## src/include/ooo_params.svh

```systemverilog
`ifndef OOO_PARAMS_SVH
`define OOO_PARAMS_SVH

// reorder buffer geometry
`define ROB_SIZE      8
`define ROB_SIZE_W    3

// tag = slot index + 1, tag 0 is reserved for "no tag"
`define TAG_W         4

`define XLEN          32  // data and address words
`define RD_W          5   // destination register index

// per-station FIFO depth, keep it a power of two
`define STATION_DEPTH 4

// load data memory, power of two as well
`define LMEM_DEPTH    16

`endif

```

## src/design/ooo_pkg.sv

```systemverilog
`default_nettype none

package ooo_pkg;

  // alu_op encodings
  localparam logic [1:0] ALU_ADD = 2'd0;
  localparam logic [1:0] ALU_SUB = 2'd1;
  localparam logic [1:0] ALU_XOR = 2'd2;
  localparam logic [1:0] ALU_AND = 2'd3;

  typedef struct packed {
    logic        is_mem;  // always 0 in this view
    logic [1:0]  alu_op;
    logic [4:0]  pad;
    logic [11:0] src_a;
    logic [11:0] src_b;
  } alu_uop_t;

  typedef struct packed {
    logic        is_mem;  // always 1 in this view
    logic [6:0]  pad;
    logic [11:0] base;
    logic [11:0] offset;
  } mem_uop_t;

  // one dispatched word, decoded by whichever station receives it
  typedef union packed {
    alu_uop_t alu;
    mem_uop_t mem;
  } uop_u;

endpackage

`default_nettype wire

```

## src/design/alu_station.sv

```systemverilog
`timescale 1ns/1ps
`default_nettype none

`include "ooo_params.svh"

module alu_station import ooo_pkg::*; (
  input  logic              clk_in,
  input  logic              rst_in,
  input  logic              rdy_in,
  input  logic              predict_fail,

  input  logic              alu_push,
  input  uop_u              push_uop,
  input  logic [`TAG_W-1:0] push_tag,

  output logic              alu_full,

  // result towards the ROB rs port
  output logic              submit_valid,
  output logic [`TAG_W-1:0] submit_tag,
  output logic [`XLEN-1:0]  submit_val
);

  localparam int PTR_W = $clog2(`STATION_DEPTH);

  uop_u              fifo_uop [`STATION_DEPTH];
  logic [`TAG_W-1:0] fifo_tag [`STATION_DEPTH];
  logic [PTR_W-1:0]  wr_ptr;
  logic [PTR_W-1:0]  rd_ptr;
  logic [PTR_W:0]    count;

  logic              live;
  logic              do_push;
  logic              do_pop;

  uop_u              head_uop;
  logic [`XLEN-1:0]  op_a;
  logic [`XLEN-1:0]  op_b;
  logic [`XLEN-1:0]  alu_res;

  // execute stage
  logic              ex_valid;
  logic [`TAG_W-1:0] ex_tag;
  logic [`XLEN-1:0]  ex_val;

  assign live    = rdy_in && !predict_fail;
  assign do_push = live && alu_push;
  assign do_pop  = live && (count != '0);  // oldest entry leaves every cycle

  assign alu_full = (count == (PTR_W + 1)'(`STATION_DEPTH));

  assign head_uop = fifo_uop[rd_ptr];
  assign op_a     = `XLEN'(head_uop.alu.src_a);  // zero extended
  assign op_b     = `XLEN'(head_uop.alu.src_b);

  always_comb begin
    case (head_uop.alu.alu_op)
      ALU_ADD: alu_res = op_a + op_b;
      ALU_SUB: alu_res = op_a - op_b;  // wraps mod 2^32
      ALU_XOR: alu_res = op_a ^ op_b;
      default: alu_res = op_a & op_b;
    endcase
  end

  always_ff @(posedge clk_in) begin
    if (rst_in) begin
      wr_ptr   <= '0;
      rd_ptr   <= '0;
      count    <= '0;
      ex_valid <= 1'b0;
    end else if (rdy_in) begin
      if (predict_fail) begin
        wr_ptr   <= '0;
        rd_ptr   <= '0;
        count    <= '0;
        ex_valid <= 1'b0;
      end else begin
        if (do_push) wr_ptr <= wr_ptr + 1'b1;
        if (do_pop) rd_ptr <= rd_ptr + 1'b1;
        count    <= count + (PTR_W + 1)'(do_push) - (PTR_W + 1)'(do_pop);
        ex_valid <= do_pop;
      end
    end
  end

  always_ff @(posedge clk_in) begin
    if (do_push) begin
      fifo_uop[wr_ptr] <= push_uop;
      fifo_tag[wr_ptr] <= push_tag;
    end
    if (do_pop) begin
      ex_tag <= fifo_tag[rd_ptr];
      ex_val <= alu_res;
    end
  end

  assign submit_valid = ex_valid;
  assign submit_tag   = ex_tag;
  assign submit_val   = ex_val;

endmodule

`default_nettype wire

```

## src/design/dispatch_unit.sv

```systemverilog
`timescale 1ns/1ps
`default_nettype none

module dispatch_unit import ooo_pkg::*; (
  input  logic clk_in,
  input  logic rst_in,
  input  logic rdy_in,
  input  logic predict_fail,

  // micro-op from the front end
  input  logic push_valid,
  input  uop_u push_uop,

  // occupancy levels
  input  logic rob_full,
  input  logic alu_full,
  input  logic load_full,

  output logic push_ready,
  output logic rob_push,
  output logic alu_push,
  output logic load_push
);

  logic armed;     // quiet through reset and the first live cycle after it
  logic is_mem;
  logic sel_full;
  logic take;

  always_ff @(posedge clk_in) begin
    if (rst_in) begin
      armed <= 1'b0;
    end else if (rdy_in) begin
      armed <= 1'b1;
    end
  end

  // is_mem sits at the same position in both views
  assign is_mem = push_uop.mem.is_mem;

  // only the station this micro-op targets matters
  assign sel_full = is_mem ? load_full : alu_full;

  assign push_ready = armed && !rob_full && !sel_full;

  // no push while paused or while the ROB is being flushed
  assign take = push_valid && push_ready && rdy_in && !predict_fail;

  assign rob_push  = take;
  assign alu_push  = take && !is_mem;
  assign load_push = take && is_mem;  // exactly one station strobe per push

endmodule

`default_nettype wire

```

## src/design/load_station.sv

```systemverilog
`timescale 1ns/1ps
`default_nettype none

`include "ooo_params.svh"

module load_station import ooo_pkg::*; (
  input  logic                            clk_in,
  input  logic                            rst_in,
  input  logic                            rdy_in,
  input  logic                            predict_fail,

  input  logic                            load_push,
  input  uop_u                            push_uop,
  input  logic [`TAG_W-1:0]               push_tag,

  // external fill port of the data memory
  input  logic                            mem_wr_en,
  input  logic [$clog2(`LMEM_DEPTH)-1:0]  mem_wr_addr,
  input  logic [`XLEN-1:0]                mem_wr_data,

  output logic                            load_full,

  // result towards the ROB lsb port
  output logic                            submit_valid,
  output logic [`TAG_W-1:0]               submit_tag,
  output logic [`XLEN-1:0]                submit_val
);

  localparam int PTR_W = $clog2(`STATION_DEPTH);
  localparam int LA_W  = $clog2(`LMEM_DEPTH);

  logic [`XLEN-1:0]  lmem     [`LMEM_DEPTH];
  uop_u              fifo_uop [`STATION_DEPTH];
  logic [`TAG_W-1:0] fifo_tag [`STATION_DEPTH];
  logic [PTR_W-1:0]  wr_ptr;
  logic [PTR_W-1:0]  rd_ptr;
  logic [PTR_W:0]    count;

  logic              live;
  logic              do_push;
  logic              do_pop;

  uop_u              head_uop;
  logic [`XLEN-1:0]  addr_sum;
  logic [LA_W-1:0]   head_addr;

  logic              a1_valid;  // address stage
  logic [`TAG_W-1:0] a1_tag;
  logic [LA_W-1:0]   a1_addr;
  logic              r2_valid;  // read stage
  logic [`TAG_W-1:0] r2_tag;
  logic [`XLEN-1:0]  r2_val;

  assign live    = rdy_in && !predict_fail;
  assign do_push = live && load_push;
  assign do_pop  = live && (count != '0);

  assign load_full = (count == (PTR_W + 1)'(`STATION_DEPTH));

  assign head_uop  = fifo_uop[rd_ptr];
  assign addr_sum  = `XLEN'(head_uop.mem.base) + `XLEN'(head_uop.mem.offset);
  assign head_addr = LA_W'(addr_sum % `LMEM_DEPTH);  // word address wraps

  always_ff @(posedge clk_in) begin
    if (rdy_in && mem_wr_en) lmem[mem_wr_addr] <= mem_wr_data;
  end

  always_ff @(posedge clk_in) begin
    if (rst_in) begin
      wr_ptr   <= '0;
      rd_ptr   <= '0;
      count    <= '0;
      a1_valid <= 1'b0;
      r2_valid <= 1'b0;
    end else if (rdy_in) begin
      if (predict_fail) begin  // memory contents survive a flush
        wr_ptr   <= '0;
        rd_ptr   <= '0;
        count    <= '0;
        a1_valid <= 1'b0;
        r2_valid <= 1'b0;
      end else begin
        if (do_push) wr_ptr <= wr_ptr + 1'b1;
        if (do_pop) rd_ptr <= rd_ptr + 1'b1;
        count    <= count + (PTR_W + 1)'(do_push) - (PTR_W + 1)'(do_pop);
        a1_valid <= do_pop;
        r2_valid <= a1_valid;
      end
    end
  end

  always_ff @(posedge clk_in) begin
    if (do_push) begin
      fifo_uop[wr_ptr] <= push_uop;
      fifo_tag[wr_ptr] <= push_tag;
    end
    if (do_pop) begin
      a1_tag  <= fifo_tag[rd_ptr];
      a1_addr <= head_addr;
    end
    if (live && a1_valid) begin
      r2_tag <= a1_tag;
      r2_val <= lmem[a1_addr];
    end
  end

  assign submit_valid = r2_valid;
  assign submit_tag   = r2_tag;
  assign submit_val   = r2_val;

endmodule

`default_nettype wire

```

## src/design/ooo_backend.sv

```systemverilog
`timescale 1ns/1ps
`default_nettype none

`include "ooo_params.svh"

module ooo_backend import ooo_pkg::*; (
  input  logic                            clk_in,
  input  logic                            rst_in,
  input  logic                            rdy_in,
  input  logic                            predict_fail,

  input  logic                            push_valid,
  input  uop_u                            push_uop,
  input  logic [`XLEN-1:0]                push_src_addr,
  input  logic [`RD_W-1:0]                push_rd_idx,
  output logic                            push_ready,

  input  logic                            mem_wr_en,
  input  logic [$clog2(`LMEM_DEPTH)-1:0]  mem_wr_addr,
  input  logic [`XLEN-1:0]                mem_wr_data,

  output logic                            commit_valid,
  output logic [`TAG_W-1:0]               commit_tag,
  output logic [`XLEN-1:0]                commit_val,
  output logic [`XLEN-1:0]                commit_addr,
  output logic [`RD_W-1:0]                commit_rd_idx
);

  logic              rob_push;
  logic              rob_full;
  logic [`TAG_W-1:0] push_rob_tag;

  logic              alu_push;
  logic              alu_full;
  logic              load_push;
  logic              load_full;

  // station results
  logic              alu_submit_valid;
  logic [`TAG_W-1:0] alu_submit_tag;
  logic [`XLEN-1:0]  alu_submit_val;
  logic              load_submit_valid;
  logic [`TAG_W-1:0] load_submit_tag;
  logic [`XLEN-1:0]  load_submit_val;

  dispatch_unit i_dispatch_unit (
    .clk_in       (clk_in),
    .rst_in       (rst_in),
    .rdy_in       (rdy_in),
    .predict_fail (predict_fail),
    .push_valid   (push_valid),
    .push_uop     (push_uop),
    .rob_full     (rob_full),
    .alu_full     (alu_full),
    .load_full    (load_full),
    .push_ready   (push_ready),
    .rob_push     (rob_push),
    .alu_push     (alu_push),
    .load_push    (load_push)
  );

  alu_station i_alu_station (
    .clk_in       (clk_in),
    .rst_in       (rst_in),
    .rdy_in       (rdy_in),
    .predict_fail (predict_fail),
    .alu_push     (alu_push),
    .push_uop     (push_uop),
    .push_tag     (push_rob_tag),
    .alu_full     (alu_full),
    .submit_valid (alu_submit_valid),
    .submit_tag   (alu_submit_tag),
    .submit_val   (alu_submit_val)
  );

  load_station i_load_station (
    .clk_in       (clk_in),
    .rst_in       (rst_in),
    .rdy_in       (rdy_in),
    .predict_fail (predict_fail),
    .load_push    (load_push),
    .push_uop     (push_uop),
    .push_tag     (push_rob_tag),
    .mem_wr_en    (mem_wr_en),
    .mem_wr_addr  (mem_wr_addr),
    .mem_wr_data  (mem_wr_data),
    .load_full    (load_full),
    .submit_valid (load_submit_valid),
    .submit_tag   (load_submit_tag),
    .submit_val   (load_submit_val)
  );

  // ALU results on the rs port, loads on the lsb port
  reorder_buffer i_reorder_buffer (
    .clk_in           (clk_in),
    .rst_in           (rst_in),
    .rdy_in           (rdy_in),
    .push_valid       (rob_push),
    .push_src_addr    (push_src_addr),
    .push_rd_idx      (push_rd_idx),
    .submit_tag_rs    (alu_submit_tag),
    .submit_val_rs    (alu_submit_val),
    .submit_valid_rs  (alu_submit_valid),
    .submit_tag_lsb   (load_submit_tag),
    .submit_val_lsb   (load_submit_val),
    .submit_valid_lsb (load_submit_valid),
    .predict_fail     (predict_fail),
    .push_rob_tag     (push_rob_tag),
    .rob_full         (rob_full),
    .cdb_tag          (commit_tag),
    .cdb_val          (commit_val),
    .cdb_addr         (commit_addr),
    .cdb_rd_idx       (commit_rd_idx),
    .cdb_active       (commit_valid)
  );

endmodule

`default_nettype wire

```

## src/design/reorder_buffer.sv

```systemverilog
`timescale 1ns/1ps
`default_nettype none

`include "ooo_params.svh"

module reorder_buffer (
  input  logic              clk_in,
  input  logic              rst_in,
  input  logic              rdy_in,

  // allocation from dispatch
  input  logic              push_valid,
  input  logic [`XLEN-1:0]  push_src_addr,
  input  logic [`RD_W-1:0]  push_rd_idx,

  // results from the ALU station
  input  logic [`TAG_W-1:0] submit_tag_rs,
  input  logic [`XLEN-1:0]  submit_val_rs,
  input  logic              submit_valid_rs,

  // results from the load station
  input  logic [`TAG_W-1:0] submit_tag_lsb,
  input  logic [`XLEN-1:0]  submit_val_lsb,
  input  logic              submit_valid_lsb,

  input  logic              predict_fail,

  output logic [`TAG_W-1:0] push_rob_tag,
  output logic              rob_full,

  // in-order commit
  output logic [`TAG_W-1:0] cdb_tag,
  output logic [`XLEN-1:0]  cdb_val,
  output logic [`XLEN-1:0]  cdb_addr,
  output logic [`RD_W-1:0]  cdb_rd_idx,
  output logic              cdb_active
);

  // entry payload
  logic [`RD_W-1:0]       ent_rd   [`ROB_SIZE];
  logic [`TAG_W-1:0]      ent_tag  [`ROB_SIZE];
  logic [`XLEN-1:0]       ent_val  [`ROB_SIZE];
  logic [`XLEN-1:0]       ent_addr [`ROB_SIZE];

  logic [`ROB_SIZE-1:0]   ent_busy;
  logic [`ROB_SIZE-1:0]   ent_solved;

  logic [`ROB_SIZE_W-1:0] front;
  logic [`ROB_SIZE_W-1:0] rear;
  logic [`ROB_SIZE_W-1:0] front_nxt;
  logic [`ROB_SIZE_W-1:0] rear_nxt;

  logic [`ROB_SIZE-1:0]   hit_rs;
  logic [`ROB_SIZE-1:0]   hit_lsb;
  logic                   live;
  logic                   do_push;

  assign front_nxt = (front == `ROB_SIZE_W'(`ROB_SIZE - 1)) ? '0 : front + 1'b1;
  assign rear_nxt  = (rear == `ROB_SIZE_W'(`ROB_SIZE - 1)) ? '0 : rear + 1'b1;

  // one slot always stays empty so front == rear means empty
  assign rob_full = (rear_nxt == front);

  assign push_rob_tag = push_valid ? (`TAG_W'(rear) + `TAG_W'(1)) : '0;

  assign cdb_active = ent_solved[front];  // head solved -> commit now
  assign cdb_tag    = ent_tag[front];
  assign cdb_val    = ent_val[front];
  assign cdb_addr   = ent_addr[front];
  assign cdb_rd_idx = ent_rd[front];

  assign live    = rdy_in && !predict_fail;
  assign do_push = live && push_valid;

  // tag search over unsolved in-flight entries
  always_comb begin
    for (int i = 0; i < `ROB_SIZE; i++) begin
      hit_rs[i]  = submit_valid_rs && ent_busy[i] && !ent_solved[i] &&
                   (ent_tag[i] == submit_tag_rs);
      hit_lsb[i] = submit_valid_lsb && ent_busy[i] && !ent_solved[i] &&
                   (ent_tag[i] == submit_tag_lsb);
    end
  end

  always_ff @(posedge clk_in) begin
    if (rst_in) begin
      front      <= '0;
      rear       <= '0;
      ent_busy   <= '0;
      ent_solved <= '0;
    end else if (rdy_in) begin
      if (predict_fail) begin  // drop everything in flight
        front      <= '0;
        rear       <= '0;
        ent_busy   <= '0;
        ent_solved <= '0;
      end else begin
        if (push_valid) rear <= rear_nxt;
        if (cdb_active) front <= front_nxt;
        for (int i = 0; i < `ROB_SIZE; i++) begin
          if (push_valid && rear == `ROB_SIZE_W'(i)) begin
            ent_busy[i]   <= 1'b1;
            ent_solved[i] <= 1'b0;
          end
          if (hit_rs[i] || hit_lsb[i]) ent_solved[i] <= 1'b1;
          if (cdb_active && front == `ROB_SIZE_W'(i)) begin  // pop head
            ent_busy[i]   <= 1'b0;
            ent_solved[i] <= 1'b0;
          end
        end
      end
    end
  end

  always_ff @(posedge clk_in) begin
    for (int i = 0; i < `ROB_SIZE; i++) begin
      if (do_push && rear == `ROB_SIZE_W'(i)) begin
        ent_rd[i]   <= push_rd_idx;
        ent_tag[i]  <= push_rob_tag;
        ent_addr[i] <= push_src_addr;
      end
      // the two ports never hit the same slot
      if (live && hit_rs[i]) begin
        ent_val[i] <= submit_val_rs;
      end else if (live && hit_lsb[i]) begin
        ent_val[i] <= submit_val_lsb;
      end
    end
  end

endmodule

`default_nettype wire

```

## config.mk

```make
export PLATFORM = sky130hd
export DESIGN_NAME = ooo_backend
export DESIGN_NICKNAME = d
export VERILOG_FILES = /design/src/design/ooo_pkg.sv /design/src/design/alu_station.sv /design/src/design/dispatch_unit.sv /design/src/design/load_station.sv /design/src/design/ooo_backend.sv /design/src/design/reorder_buffer.sv
export VERILOG_INCLUDE_DIRS = /design/src /design/src/include
export SDC_FILE = /design/constraint.sdc
export NUM_CORES = 1
export LEC_CHECK = 0
export BUFFER_PORTS_ARGS = -buffer_cell sky130_fd_sc_hd__buf_4
export CAP_MARGIN = 10
export CORE_AREA = 5 5 374 376
export CTS_CLUSTER_DIAMETER = 150
export DETAILED_ROUTE_END_ITERATION = 10
export DIE_AREA = 0 0 379 381
export HOLD_SLACK_MARGIN = 0.03
export PLACE_DENSITY = 0.67
export SYNTH_ARGS = -nofsm -noshare
export SYNTH_HDL_FRONTEND = slang
export SYNTH_SLANG_ARGS = --single-unit
export TNS_END_PERCENT = 30
```

## constraint.sdc

```tcl
create_clock -name clk_in -period 7.8 [get_ports clk_in]
set_input_delay 1.17 -clock clk_in [delete_from_list [all_inputs] [get_ports clk_in]]
set_output_delay 1.17 -clock clk_in [all_outputs]
set_load 0.02 [all_outputs]
```

=== Word-level counts from Yosys, hierarchy flattened ===
Memory sizes are Yosys's and may differ from the RTL's. A register that Yosys moved wholly into a read port is not among the register bits.
Cells that the tools add are included.

* Muxes and demuxes: 211
* Reductions and logical operators: 193
* Equality and inequality tests: 35
* Bitwise operators: 10
* $add $sub $neg: 14
* $lt $le $gt $ge: 1

{| class="wikitable"
|+ Operator list
! operator !! count
|-
| 2-to-1 mux 32 bit || 15
|-
| OR reduction 32 bit || 7
|-
| 2-to-1 mux 1 bit || 128
|-
| 2-to-1 mux 3 bit || 37
|-
| logical AND 1 bit || 103
|-
| case mux 32 bit (3 select lines) || 1
|-
| equality test 4 bit || 16
|-
| AND reduction 2 bit || 22
|-
| 2-to-1 mux 5 bit || 7
|-
| OR reduction 5 bit || 7
|-
| 2-to-1 mux 4 bit || 8
|-
| nonzero test 4 bit || 8
|-
| equality test 3 bit, second input constant || 10
|-
| nonzero test 3 bit || 10
|-
| OR reduction 4 bit || 7
|-
| 2-to-1 mux 2 bit || 12
|-
| 2-to-1 mux 8 bit || 2
|-
| adder 12 x 12 -> 13 bit || 1
|-
| subtractor 12 x 12 -> 13 bit || 1
|-
| bitwise AND 12 bit || 1
|-
| equality test 3 x 2 -> 1 bit, second input constant || 4
|-
| zero test 1 bit || 12
|-
| nonzero test 2 bit || 6
|-
| XOR 12 bit || 1
|-
| 16 further kinds || 38
|}

* Bits of input ports: 111
* Output and inout port bits: 75
* Memory bits (writable): 1384
* Memories kept: 9
* Register bits after elaboration: 80

{| class="wikitable"
|+ Memories
! name !! depth !! bits a word !! rd ports !! clocked after Yosys merged registers in !! write ports !! RTL line !! source
|-
| i_load_station.lmem || 16 || 32 || 1 || 1 || 1 || load_station.sv:32 || <nowiki>logic [`XLEN-1:0] lmem [`LMEM_DEPTH];</nowiki>
|-
| i_reorder_buffer.ent_addr || 8 || 32 || 1 || 1 || 1 || reorder_buffer.sv:43 || <nowiki>logic [`XLEN-1:0] ent_addr [`ROB_SIZE];</nowiki>
|-
| i_reorder_buffer.ent_val || 8 || 32 || 1 || 1 || 8 || reorder_buffer.sv:42 || <nowiki>logic [`XLEN-1:0] ent_val [`ROB_SIZE];</nowiki>
|-
| i_alu_station.fifo_uop || 4 || 32 || 1 || 1 || 1 || alu_station.sv:26 || <nowiki>uop_u fifo_uop [`STATION_DEPTH];</nowiki>
|-
| i_load_station.fifo_uop || 4 || 32 || 1 || 1 || 1 || load_station.sv:33 || <nowiki>uop_u fifo_uop [`STATION_DEPTH];</nowiki>
|-
| i_reorder_buffer.ent_rd || 8 || 5 || 1 || 1 || 1 || reorder_buffer.sv:40 || <nowiki>logic [`RD_W-1:0] ent_rd [`ROB_SIZE];</nowiki>
|-
| +3 memories || -- || -- || -- || -- || -- || -- ||
|}

=== Logic depth before layout (Yosys ltp) ===
Gate-level depths: netlist of run 1.

* Depth after elaboration: 21
* Depth in mapped cells: 14
* Gate-level depth less buffers: 14

=== Modules after synthesis ===
Synthesis of run 1 repeated with hierarchy kept, for this count alone.

* Cell total of the unflattened synthesis: 2907
* Area, all modules: 57416.3 sq um

{| class="wikitable"
|+ By module, submodules not included
! module !! seq. area each (sq um) !! times used !! area each (sq um) !! cells an instance
|-
| reorder_buffer || 18037.3 || 1 || 27450.1 || 1438
|-
| load_station || 18357.6 || 1 || 22913.2 || 995
|-
| alu_station || 4344.2 || 1 || 6947.9 || 464
|-
| dispatch_unit || 20.0 || 1 || 105.1 || 10
|}

=== Least setup slack after synthesis of run 1 ===
No wires, ideal clock.

* Path kind: in2reg
* Start point: in predict_fail
* End point: reg i_reorder_buffer.ent_solved[0]
* Data required time: 7679 ps
* Stages on the path: 7
* Slack: 2942 ps
* Arrival: 4737 ps
* Setup time: 121 ps
* Path buffers: 1
* Path through: and2b_1 and2_1 clkbuf_1 nand2_1 nor4_2 o31ai_1 a32o_1

* Longest elaborated chain between the ends: 5
* Elaborated cells between the ends (all ways): 6
* Classes of those cells: mux (1); reduce/logical (5)

{| class="wikitable"
|+ RTL lines
! what !! RTL line !! source
|-
| from (decl) || ooo_backend.sv:10 || <nowiki>input logic predict_fail,</nowiki>
|-
| zero test 1 bit || dispatch_unit.sv:47 || <nowiki>assign take = push_valid && push_ready && rdy_in && !predict_fail;</nowiki>
|-
| logical AND 1 bit || dispatch_unit.sv:47 ||
|-
| logical AND 1 bit || reorder_buffer.sv:101 || <nowiki>if (push_valid && rear == `ROB_SIZE_W'(i)) begin</nowiki>
|-
| nonzero test 4 bit (no line) || -- ||
|-
| AND reduction 2 bit (no line) || -- ||
|-
| to (signal, indexed assignment) || reorder_buffer.sv:103 || <nowiki>ent_solved[i] <= 1'b0;</nowiki>
|-
| to (signal, indexed assignment) || reorder_buffer.sv:105 || <nowiki>if (hit_rs[i] || hit_lsb[i]) ent_solved[i] <= 1'b1;</nowiki>
|-
| to (signal, indexed assignment) || reorder_buffer.sv:108 || <nowiki>ent_solved[i] <= 1'b0;</nowiki>
|-
| to (decl) || reorder_buffer.sv:46 || <nowiki>logic [`ROB_SIZE-1:0] ent_solved;</nowiki>
|}

Parallel ways exist; a longest one is shown, timed or not.
A chain may end at the register's enable or synchronous reset.

==> results.md, run 1 <==
* Setup TNS at 0 ns
* Layout overhead on the synthesized area at 14.6%
* CP endpoint kind: output pin
* Cells along the critical path: buf_4 > mux4_2 > mux2_2 > buf_4
* Slew @ Worst Pin at 1.21 ns
* Sw power at 2.99 mW
* Clk slew on worst S/H paths at 0.06 ns
* Slew margin rel. at 0.191
* Port Buffers at 180
* Syn Inst Count at 2861
* Hold bufs inserted after CTS at 0
* Final hold violations at 0
* Pre-antenna DRT Iters at 5
* Post-synth ARST share at 0
* Largest area contributor in the synthesized netlist: edfxtp_1
* Sequential Power Share at 0.544
* Global-route usage over all layers at 0.178
* Clk Latency, worst-skew pair at 0.78 ns
* Max-cap violation count at 0
* RSZ-0062 raised after global routing: false
* Post-synth top cells: 1326 x edfxtp_1, 349 x mux4_2, 176 x mux2_2, 136 x a21o_1, 87 x clkbuf_1
* WL per Instance at 25.8 um
* CTS sink cnt at 1373
* Bufs on Longest Clock Path at 3
* Initial Util at 0.416
* Fraction of layout cells with a size suffix above 1 at 0.321
* IO Count at 186
* Nets at 3239
* CP Launch Type: flip-flop
* Setup-failing EPs final at 0
* Die area at 144000 um2
* PostCTS Resize Cnt at 0
* Worst r2r dst: i_alu_station.submit_val[8]
* Worst hold path depth at 0
* Sw Share at 0.201
* Pins Over Slew Limit at 0
* Most numerous cell on the critical path: buf_4
* Area contributors post-synth: edfxtp_1 70%, mux4_2 14%, mux2_2 3.5%
* Final Wtd Congestion at 0.808
* DPL Wire Length at 72100 um
* Highest ir drop seen on vdd at 0.000196 V
* R2r setup slk at 3.92 ns
* Via count at 27800
* PD cells at 229 nW/um2
* Yosys warnings at 0
* Crit path buffers/inverters at 2
* H-tree levels at 4
* Rows at 136
* CTS root buffer: clkbuf_16
* Seq cells post-synth at 1373
* Top cell type's share of synthesized area at 0.702
* WP data required at 6.63 ns
* Worst path max stage delay at 0.85 ns
* CP top delay family: buffers and inverters
* Worst-path maximum fanout at 45
* CTS tree: built
* Antenna-violating nets left at 0
* Tmin final at 4.74 ns
* Final worst-path cycle share at 0.608
* Drt drc at 0
* WHS Endpoint: i_load_station.submit_tag[0]
* CTS Buf Count at 142
* Post-Syn Area per Cell at 19.8 um2
* Syn_nets at 3028
* 1st-iter DRT viols at 2507
* Crit path kind: flip-flop to output pin
* Netlist cell types at 65
* R2R depth at 10
* Comb power frac at 0.015
* Syn Std Cell Area at 56700 um2
* Status: completed
* Worst Skew at 0.0272 ns
* Clock power share at 0.441
* Count leader, synth: edfxtp_1
* Grt total ovfl at 0
* Power, Total at 14.9 mW
* Vias in the first global route at 28700
* First-pass GRT wire length at 190000 um
* Critical path's slowest cell: dfxtp_4
* Design internal power at 11.9 mW
* Die width at 379 um
* Post-Route WL at 129000 um
* Core ar. at 136000 um2
* Die Y at 381 um
* Post-synth top flop: edfxtp_1
* Register area share after synthesis at 0.719
* Postcts setup bufs at 0
* Post-synth EDFFs at 1326
* Hold path startpoint: i_load_station.a1_tag[0]
* Max Clock Freq at 0.211 GHz
* DR vias/cell at 5.58
* Initial antenna violation count at 11
* LEAKAGE at 21.1 nW
* Largest net degree at the start of global routing at 129
* Arrival time at the worst endpoint at 3.57 ns
* Hold WC Path Type: flip-flop to flip-flop
-- through the flow --
step	hold slack [ns]	instance area, um2	worst slack [ns]	utilization	std cells
floorplan	0.400	56700	2.94	-	2861
global placement	0.407	60400	3.49	0.442	4720
detailed placement	0.408	60400	3.44	0.442	4721
CTS	0.423	65000	2.88	0.476	4975
global route	0.434	65000	2.74	0.476	4976
finish	0.425	65000	3.06	0.476	4981
-- state kept, by name, indices dropped and copies added, names as in the netlist, 8 cells and up, named ones only --
name	cells
i_alu_station.fifo_tag	16
i_load_station.submit_val	32
i_alu_station.fifo_uop	104
i_alu_station.submit_val	14
i_reorder_buffer.ent_addr	256
i_load_station.fifo_uop	32
i_reorder_buffer.ent_val	256
i_reorder_buffer.ent_busy	8
i_reorder_buffer.ent_tag	32
i_reorder_buffer.ent_solved	8
i_load_station.fifo_tag	16
i_reorder_buffer.ent_rd	40
i_load_station.lmem	512
-- power groups by stage --
stage	combinational [mW]	clock (mW)	sequential, mW
after detailed placement	0.223	0	8.25
final	0.221	6.56	8.10
after global routing	0.241	7.04	8.09
after global placement	0.215	0	8.25
after CTS	0.223	6.72	8.09
after floorplan	0.0778	0	8.25
-- cells in the final DEF, fill, tap and decap left out, types with 11 or more instances in the layout --
cell and n:
nor3_1 19, mux2_2 176, xnor2_1 21, clkinv_2 16
dfxtp_1 43, nand3_1 20, o31ai_1 12, clkinv_1 33
and3_1 12, nand4_1 11, mux4_2 349, nand2_1 73
buf_4 244, inv_1 57, nor2_1 63, clkinv_16 11
clkbuf_1 32, a21oi_1 36, o21ai_0 27, clkbuf_16 143
edfxtp_1 1326, a21o_1 136, nor2_4 12, nor2b_1 22
xor2_1 54, ha_1 51
-- area by class of cell --
cell class	instances	area, um2
Fill cell	11200	71500
Clock buffer	178	3740
Timing Repair Buffer	248	1910
Antenna cell	5	12.5
Clock inverter	76	852
Sequential cell	1373	40800
Multi-Input combinational cell	1250	15300
Inverter	57	214
Tap cell	1794	2240
-- metal layers --
layer,share of wire,global-route usage,vias to the layer above
li1,-,-,12100
met4,0.026,0.0567,10
met1,0.41,0.238,14500
met3,0.078,0.0429,189
met5,0.00044,0,-
met2,0.49,0.288,954
-- worst max-delay path by stage --
stage                                endpoint  depth (start not counted)
2_1_floorplan  i_reorder_buffer.ent_solved[0]                          7
3_3_place_gp           i_alu_station.count[2]                         12
3_5_place_dp           i_alu_station.count[2]                         12
4_1_cts                       commit_addr[20]                          4
5_1_grt                       commit_addr[29]                          4
6_report                      commit_addr[20]                          4
-- cell families (layout without fill, tap and decap cells) --
kind of cell / Yosys count / count (layout) / share of synthesized area
other: 0 / 5 / 0
and+or+nand+nor: 291 / 291 / 0.0264
DFF: 1373 / 1373 / 0.719
xor gates and xnor gates: 75 / 75 / 0.0116
muxes: 535 / 535 / 0.175
buffers and inverters: 238 / 559 / 0.0178
adders and majority gates: 56 / 56 / 0.0130
AOI/OAI and AO/OA: 293 / 293 / 0.0371
Power figures use the tool's default switching activity.
==> run 2, diff against run 1 <==
Settings changed: ABC_AREA from default to 1, CORE_AREA 5 5 374 376 to 5 5 380 382, DIE_AREA 0 0 379 381 to 0 0 385 387, PLACE_DENSITY 0.67 to 0.7.
Clock period 7.8 ns to 3.9 ns, I/O delays scaled along.
==> run 2 against run 1 <==
  * Combinational power grew to 4.9 times the previous value
  * Flip-flop and latch count unchanged
  * Clock power is 110% higher
  * Total power rose by 110%
  * Die area grew 3.2%
  * Critical path type unchanged
==> results.md, run 2 <==
* Status: completed
* Register area share after synthesis at 0.695
* 1st-iter DRT viols at 3534
* R2r setup slk at 0.62 ns
* Pre-antenna DRT Iters at 6
* First-pass GRT wire length at 223000 um
* CP endpoint kind: output pin
* Seq cells post-synth at 1373
* Largest register FFs at 512
* CTS root buffer: clkbuf_16
* Most frequent cells in the layout: 1326 x edfxtp_1, 652 x nor2_1, 591 x o21ai_0
* H-tree levels at 4
* Highest ir drop seen on vdd at 0.000397 V
* Worst-path maximum fanout at 33
* Nets at 5185
* Largest area contributor in the synthesized netlist: edfxtp_1
* Fraction of layout cells with a size suffix above 1 at 0.130
* Syn Inst Count at 4816
* Setup TNS at 0 ns
* PD cells at 455 nW/um2
* Rows at 138
* Port Buffers at 180
* Post-synth top cells: 1326 x edfxtp_1, 674 x nor2_1, 591 x o21ai_0, 374 x nand2_1, 305 x inv_1
* Worst hold path depth at 1
* Fin area at 67900 um2
* IO Count at 186
* Global-route usage over all layers at 0.195
* Worst r2r dst: i_alu_station.count[1]
* Area contributors post-synth: edfxtp_1 68%, o21ai_0 5.0%, nor2_1 4.3%
* Placed instance area at 62500 um2
* Postcts setup bufs at 0
* Arrival time at the worst endpoint at 3.03 ns
* Initial Util at 0.417
* Sequential cell area at 40800 um2
* Bufs on Longest Clock Path at 3
* Post-synth top flop: edfxtp_1
* Final hold violations at 0
* R2R depth at 17
* Post-Route WL at 148000 um
* Max-cap violation count at 0
* CTS Buf Count at 141
* Vias in the first global route at 37200
* Max Clock Freq at 0.277 GHz
* Hold path startpoint: push_uop[15]
* Drt drc at 0
* Pins Over Slew Limit at 0
* Hold WC Path Type: input pin to flip-flop
* Hold bufs inserted after CTS at 64
* DPL Wire Length at 84400 um
* Post-synth ARST share at 0
* PostCTS Resize Cnt at 0
* Top reg by flops: i_load_station.lmem
* Layout overhead on the synthesized area at 15.8%
* Yosys warnings at 0
* Post-Syn Area per Cell at 12.2 um2
* RSZ-0062 raised after global routing: false
* WHS Endpoint: i_alu_station.fifo_uop[1][15]
* Tmin final at 3.61 ns
* Largest net degree at the start of global routing at 156
* Die Y at 387 um
* Initial antenna violation count at 9
* R2R Path Start: i_reorder_buffer.rear[0]
* Slew margin rel. at 0.160
* LEAKAGE at 23.8 nW
* Crit path kind: flip-flop to output pin
* Via count at 38600
* Final Wtd Congestion at 0.886
* Final worst-path cycle share at 0.927
* Clk Latency, worst-skew pair at 0.79 ns
* WL per Instance at 21.1 um
* Multi-input gate area at 15400 um2
* Commonest non-fill, non-tap cell in the layout: edfxtp_1
* Core ar. at 141000 um2
* CP Launch Type: flip-flop
* CTS tree: built
* Fillers at 12000
* Die width at 385 um
* Syn_nets at 4983
* Grt total ovfl at 0
* Syn Std Cell Area at 58700 um2
* Die area at 149000 um2
* Post-layout util at 0.482
* Post-synth EDFFs at 1326
* Slew @ Worst Pin at 1.26 ns
* DR vias/cell at 5.49
* Clk slew on worst S/H paths at 0.06 ns
* Largest registers: i_load_station.lmem x512, i_reorder_buffer.ent_addr x256, i_reorder_buffer.ent_val x256
* Count leader, synth: edfxtp_1
* Worst Skew at 0.0445 ns
* Top cell type's share of synthesized area at 0.679
* WP data required at 3.31 ns
* Antenna-violating nets left at 0
* CTS sink cnt at 1373
* Netlist cell types at 53
* Setup-failing EPs final at 0
[run 2: changes by cell type after synthesis, sizes merged, moves of 123 or more]
cell,change
a21oi,+194
nand2,+316
nor2,+607
o21ai,+738
inv,+264
o211ai,+123
a21o,-135
mux2,-180
mux4,-349
[run 2: routing by layer]
| metal | up-vias | GRT usage | part of all wire |
|---|---|---|---|
| met1 | 18900 | 0.263 | 0.41 |
| met3 | 255 | 0.0362 | 0.081 |
| met5 | - | 0 | 0.00024 |
| met2 | 1597 | 0.321 | 0.49 |
| li1 | 17900 | - | - |
| met4 | 6 | 0.0584 | 0.023 |
[run 2: worst max path at each step]
| stage | end | slack [ns] |
|---|---|---|
| final | commit_addr[14] | 0.29 |
| after detailed placement | i_alu_station.count[1] | 0.62 |
| after CTS | commit_addr[2] | 0.28 |
| after global placement | i_alu_station.submit_val[12] | 0.70 |
| after floorplan | i_alu_station.fifo_tag[0][0] | 0.47 |
| after global routing | commit_addr[2] | 0.1 |
[run 2: cells by family (layout without fill, tap and decap cells)]
family                   count (synthesis)  in the layout  share of synthesized area
buffers and inverters                  630            949                     0.0465
XOR/XNOR                                41             41                    0.00612
flip-flops                            1373           1373                      0.695
other                                    0              6                          0
multiplexers                           128            128                     0.0218
AND/OR/NAND/NOR                       1250           1250                     0.0894
AO/OA/AOI/OAI                         1338           1338                      0.129
adder cells (fa/ha/maj)                 56             56                     0.0126
[run 2: cell type report]
class,count,share of cell area
clock inverter,89,0.0159
multi-input combinational,2813,0.227
tap,1890,0.0348
antenna,6,0.000221
inverter,324,0.0182
sequential,1373,0.600
clock buffer,171,0.0544
timing repair buffer,365,0.0494
[run 2: worst max-delay path, stage by stage, from the launching register on]
cell,delay [ns]
dfxtp_4,0.50
inv_4,0.25
buf_12,0.28
buf_4,0.35
o21ai_0,0.14
o22ai_1,0.13
nor2_1,0.06
a31oi_1,0.30
buf_4,0.21
[run 2: through the flow]
step / setup slack (ns) / hold WS, ns / std cells / power [mW]
3_3_place_gp: 0.699 / 0.411 / 6701 / 17.5
4_1_cts: 0.279 / 0.0315 / 7025 / 31.1
2_1_floorplan: 0.469 / 0.400 / 4816 / 17.0
3_5_place_dp: 0.618 / 0.424 / 6701 / 17.5
5_1_grt: 0.0998 / 0.0611 / 7027 / 31.9
6_report: 0.286 / 0.0846 / 7031 / 30.9
[run 2: power breakdown]
group	leakage (nW)	total [mW]	internal [mW]	switching, mW
Combinational	9.18	1.08	0.360	0.721
Sequential	12.3	16.2	16.2	0.0263
Clock	2.31	13.6	7.81	5.82
Total	23.8	30.9	24.3	6.57
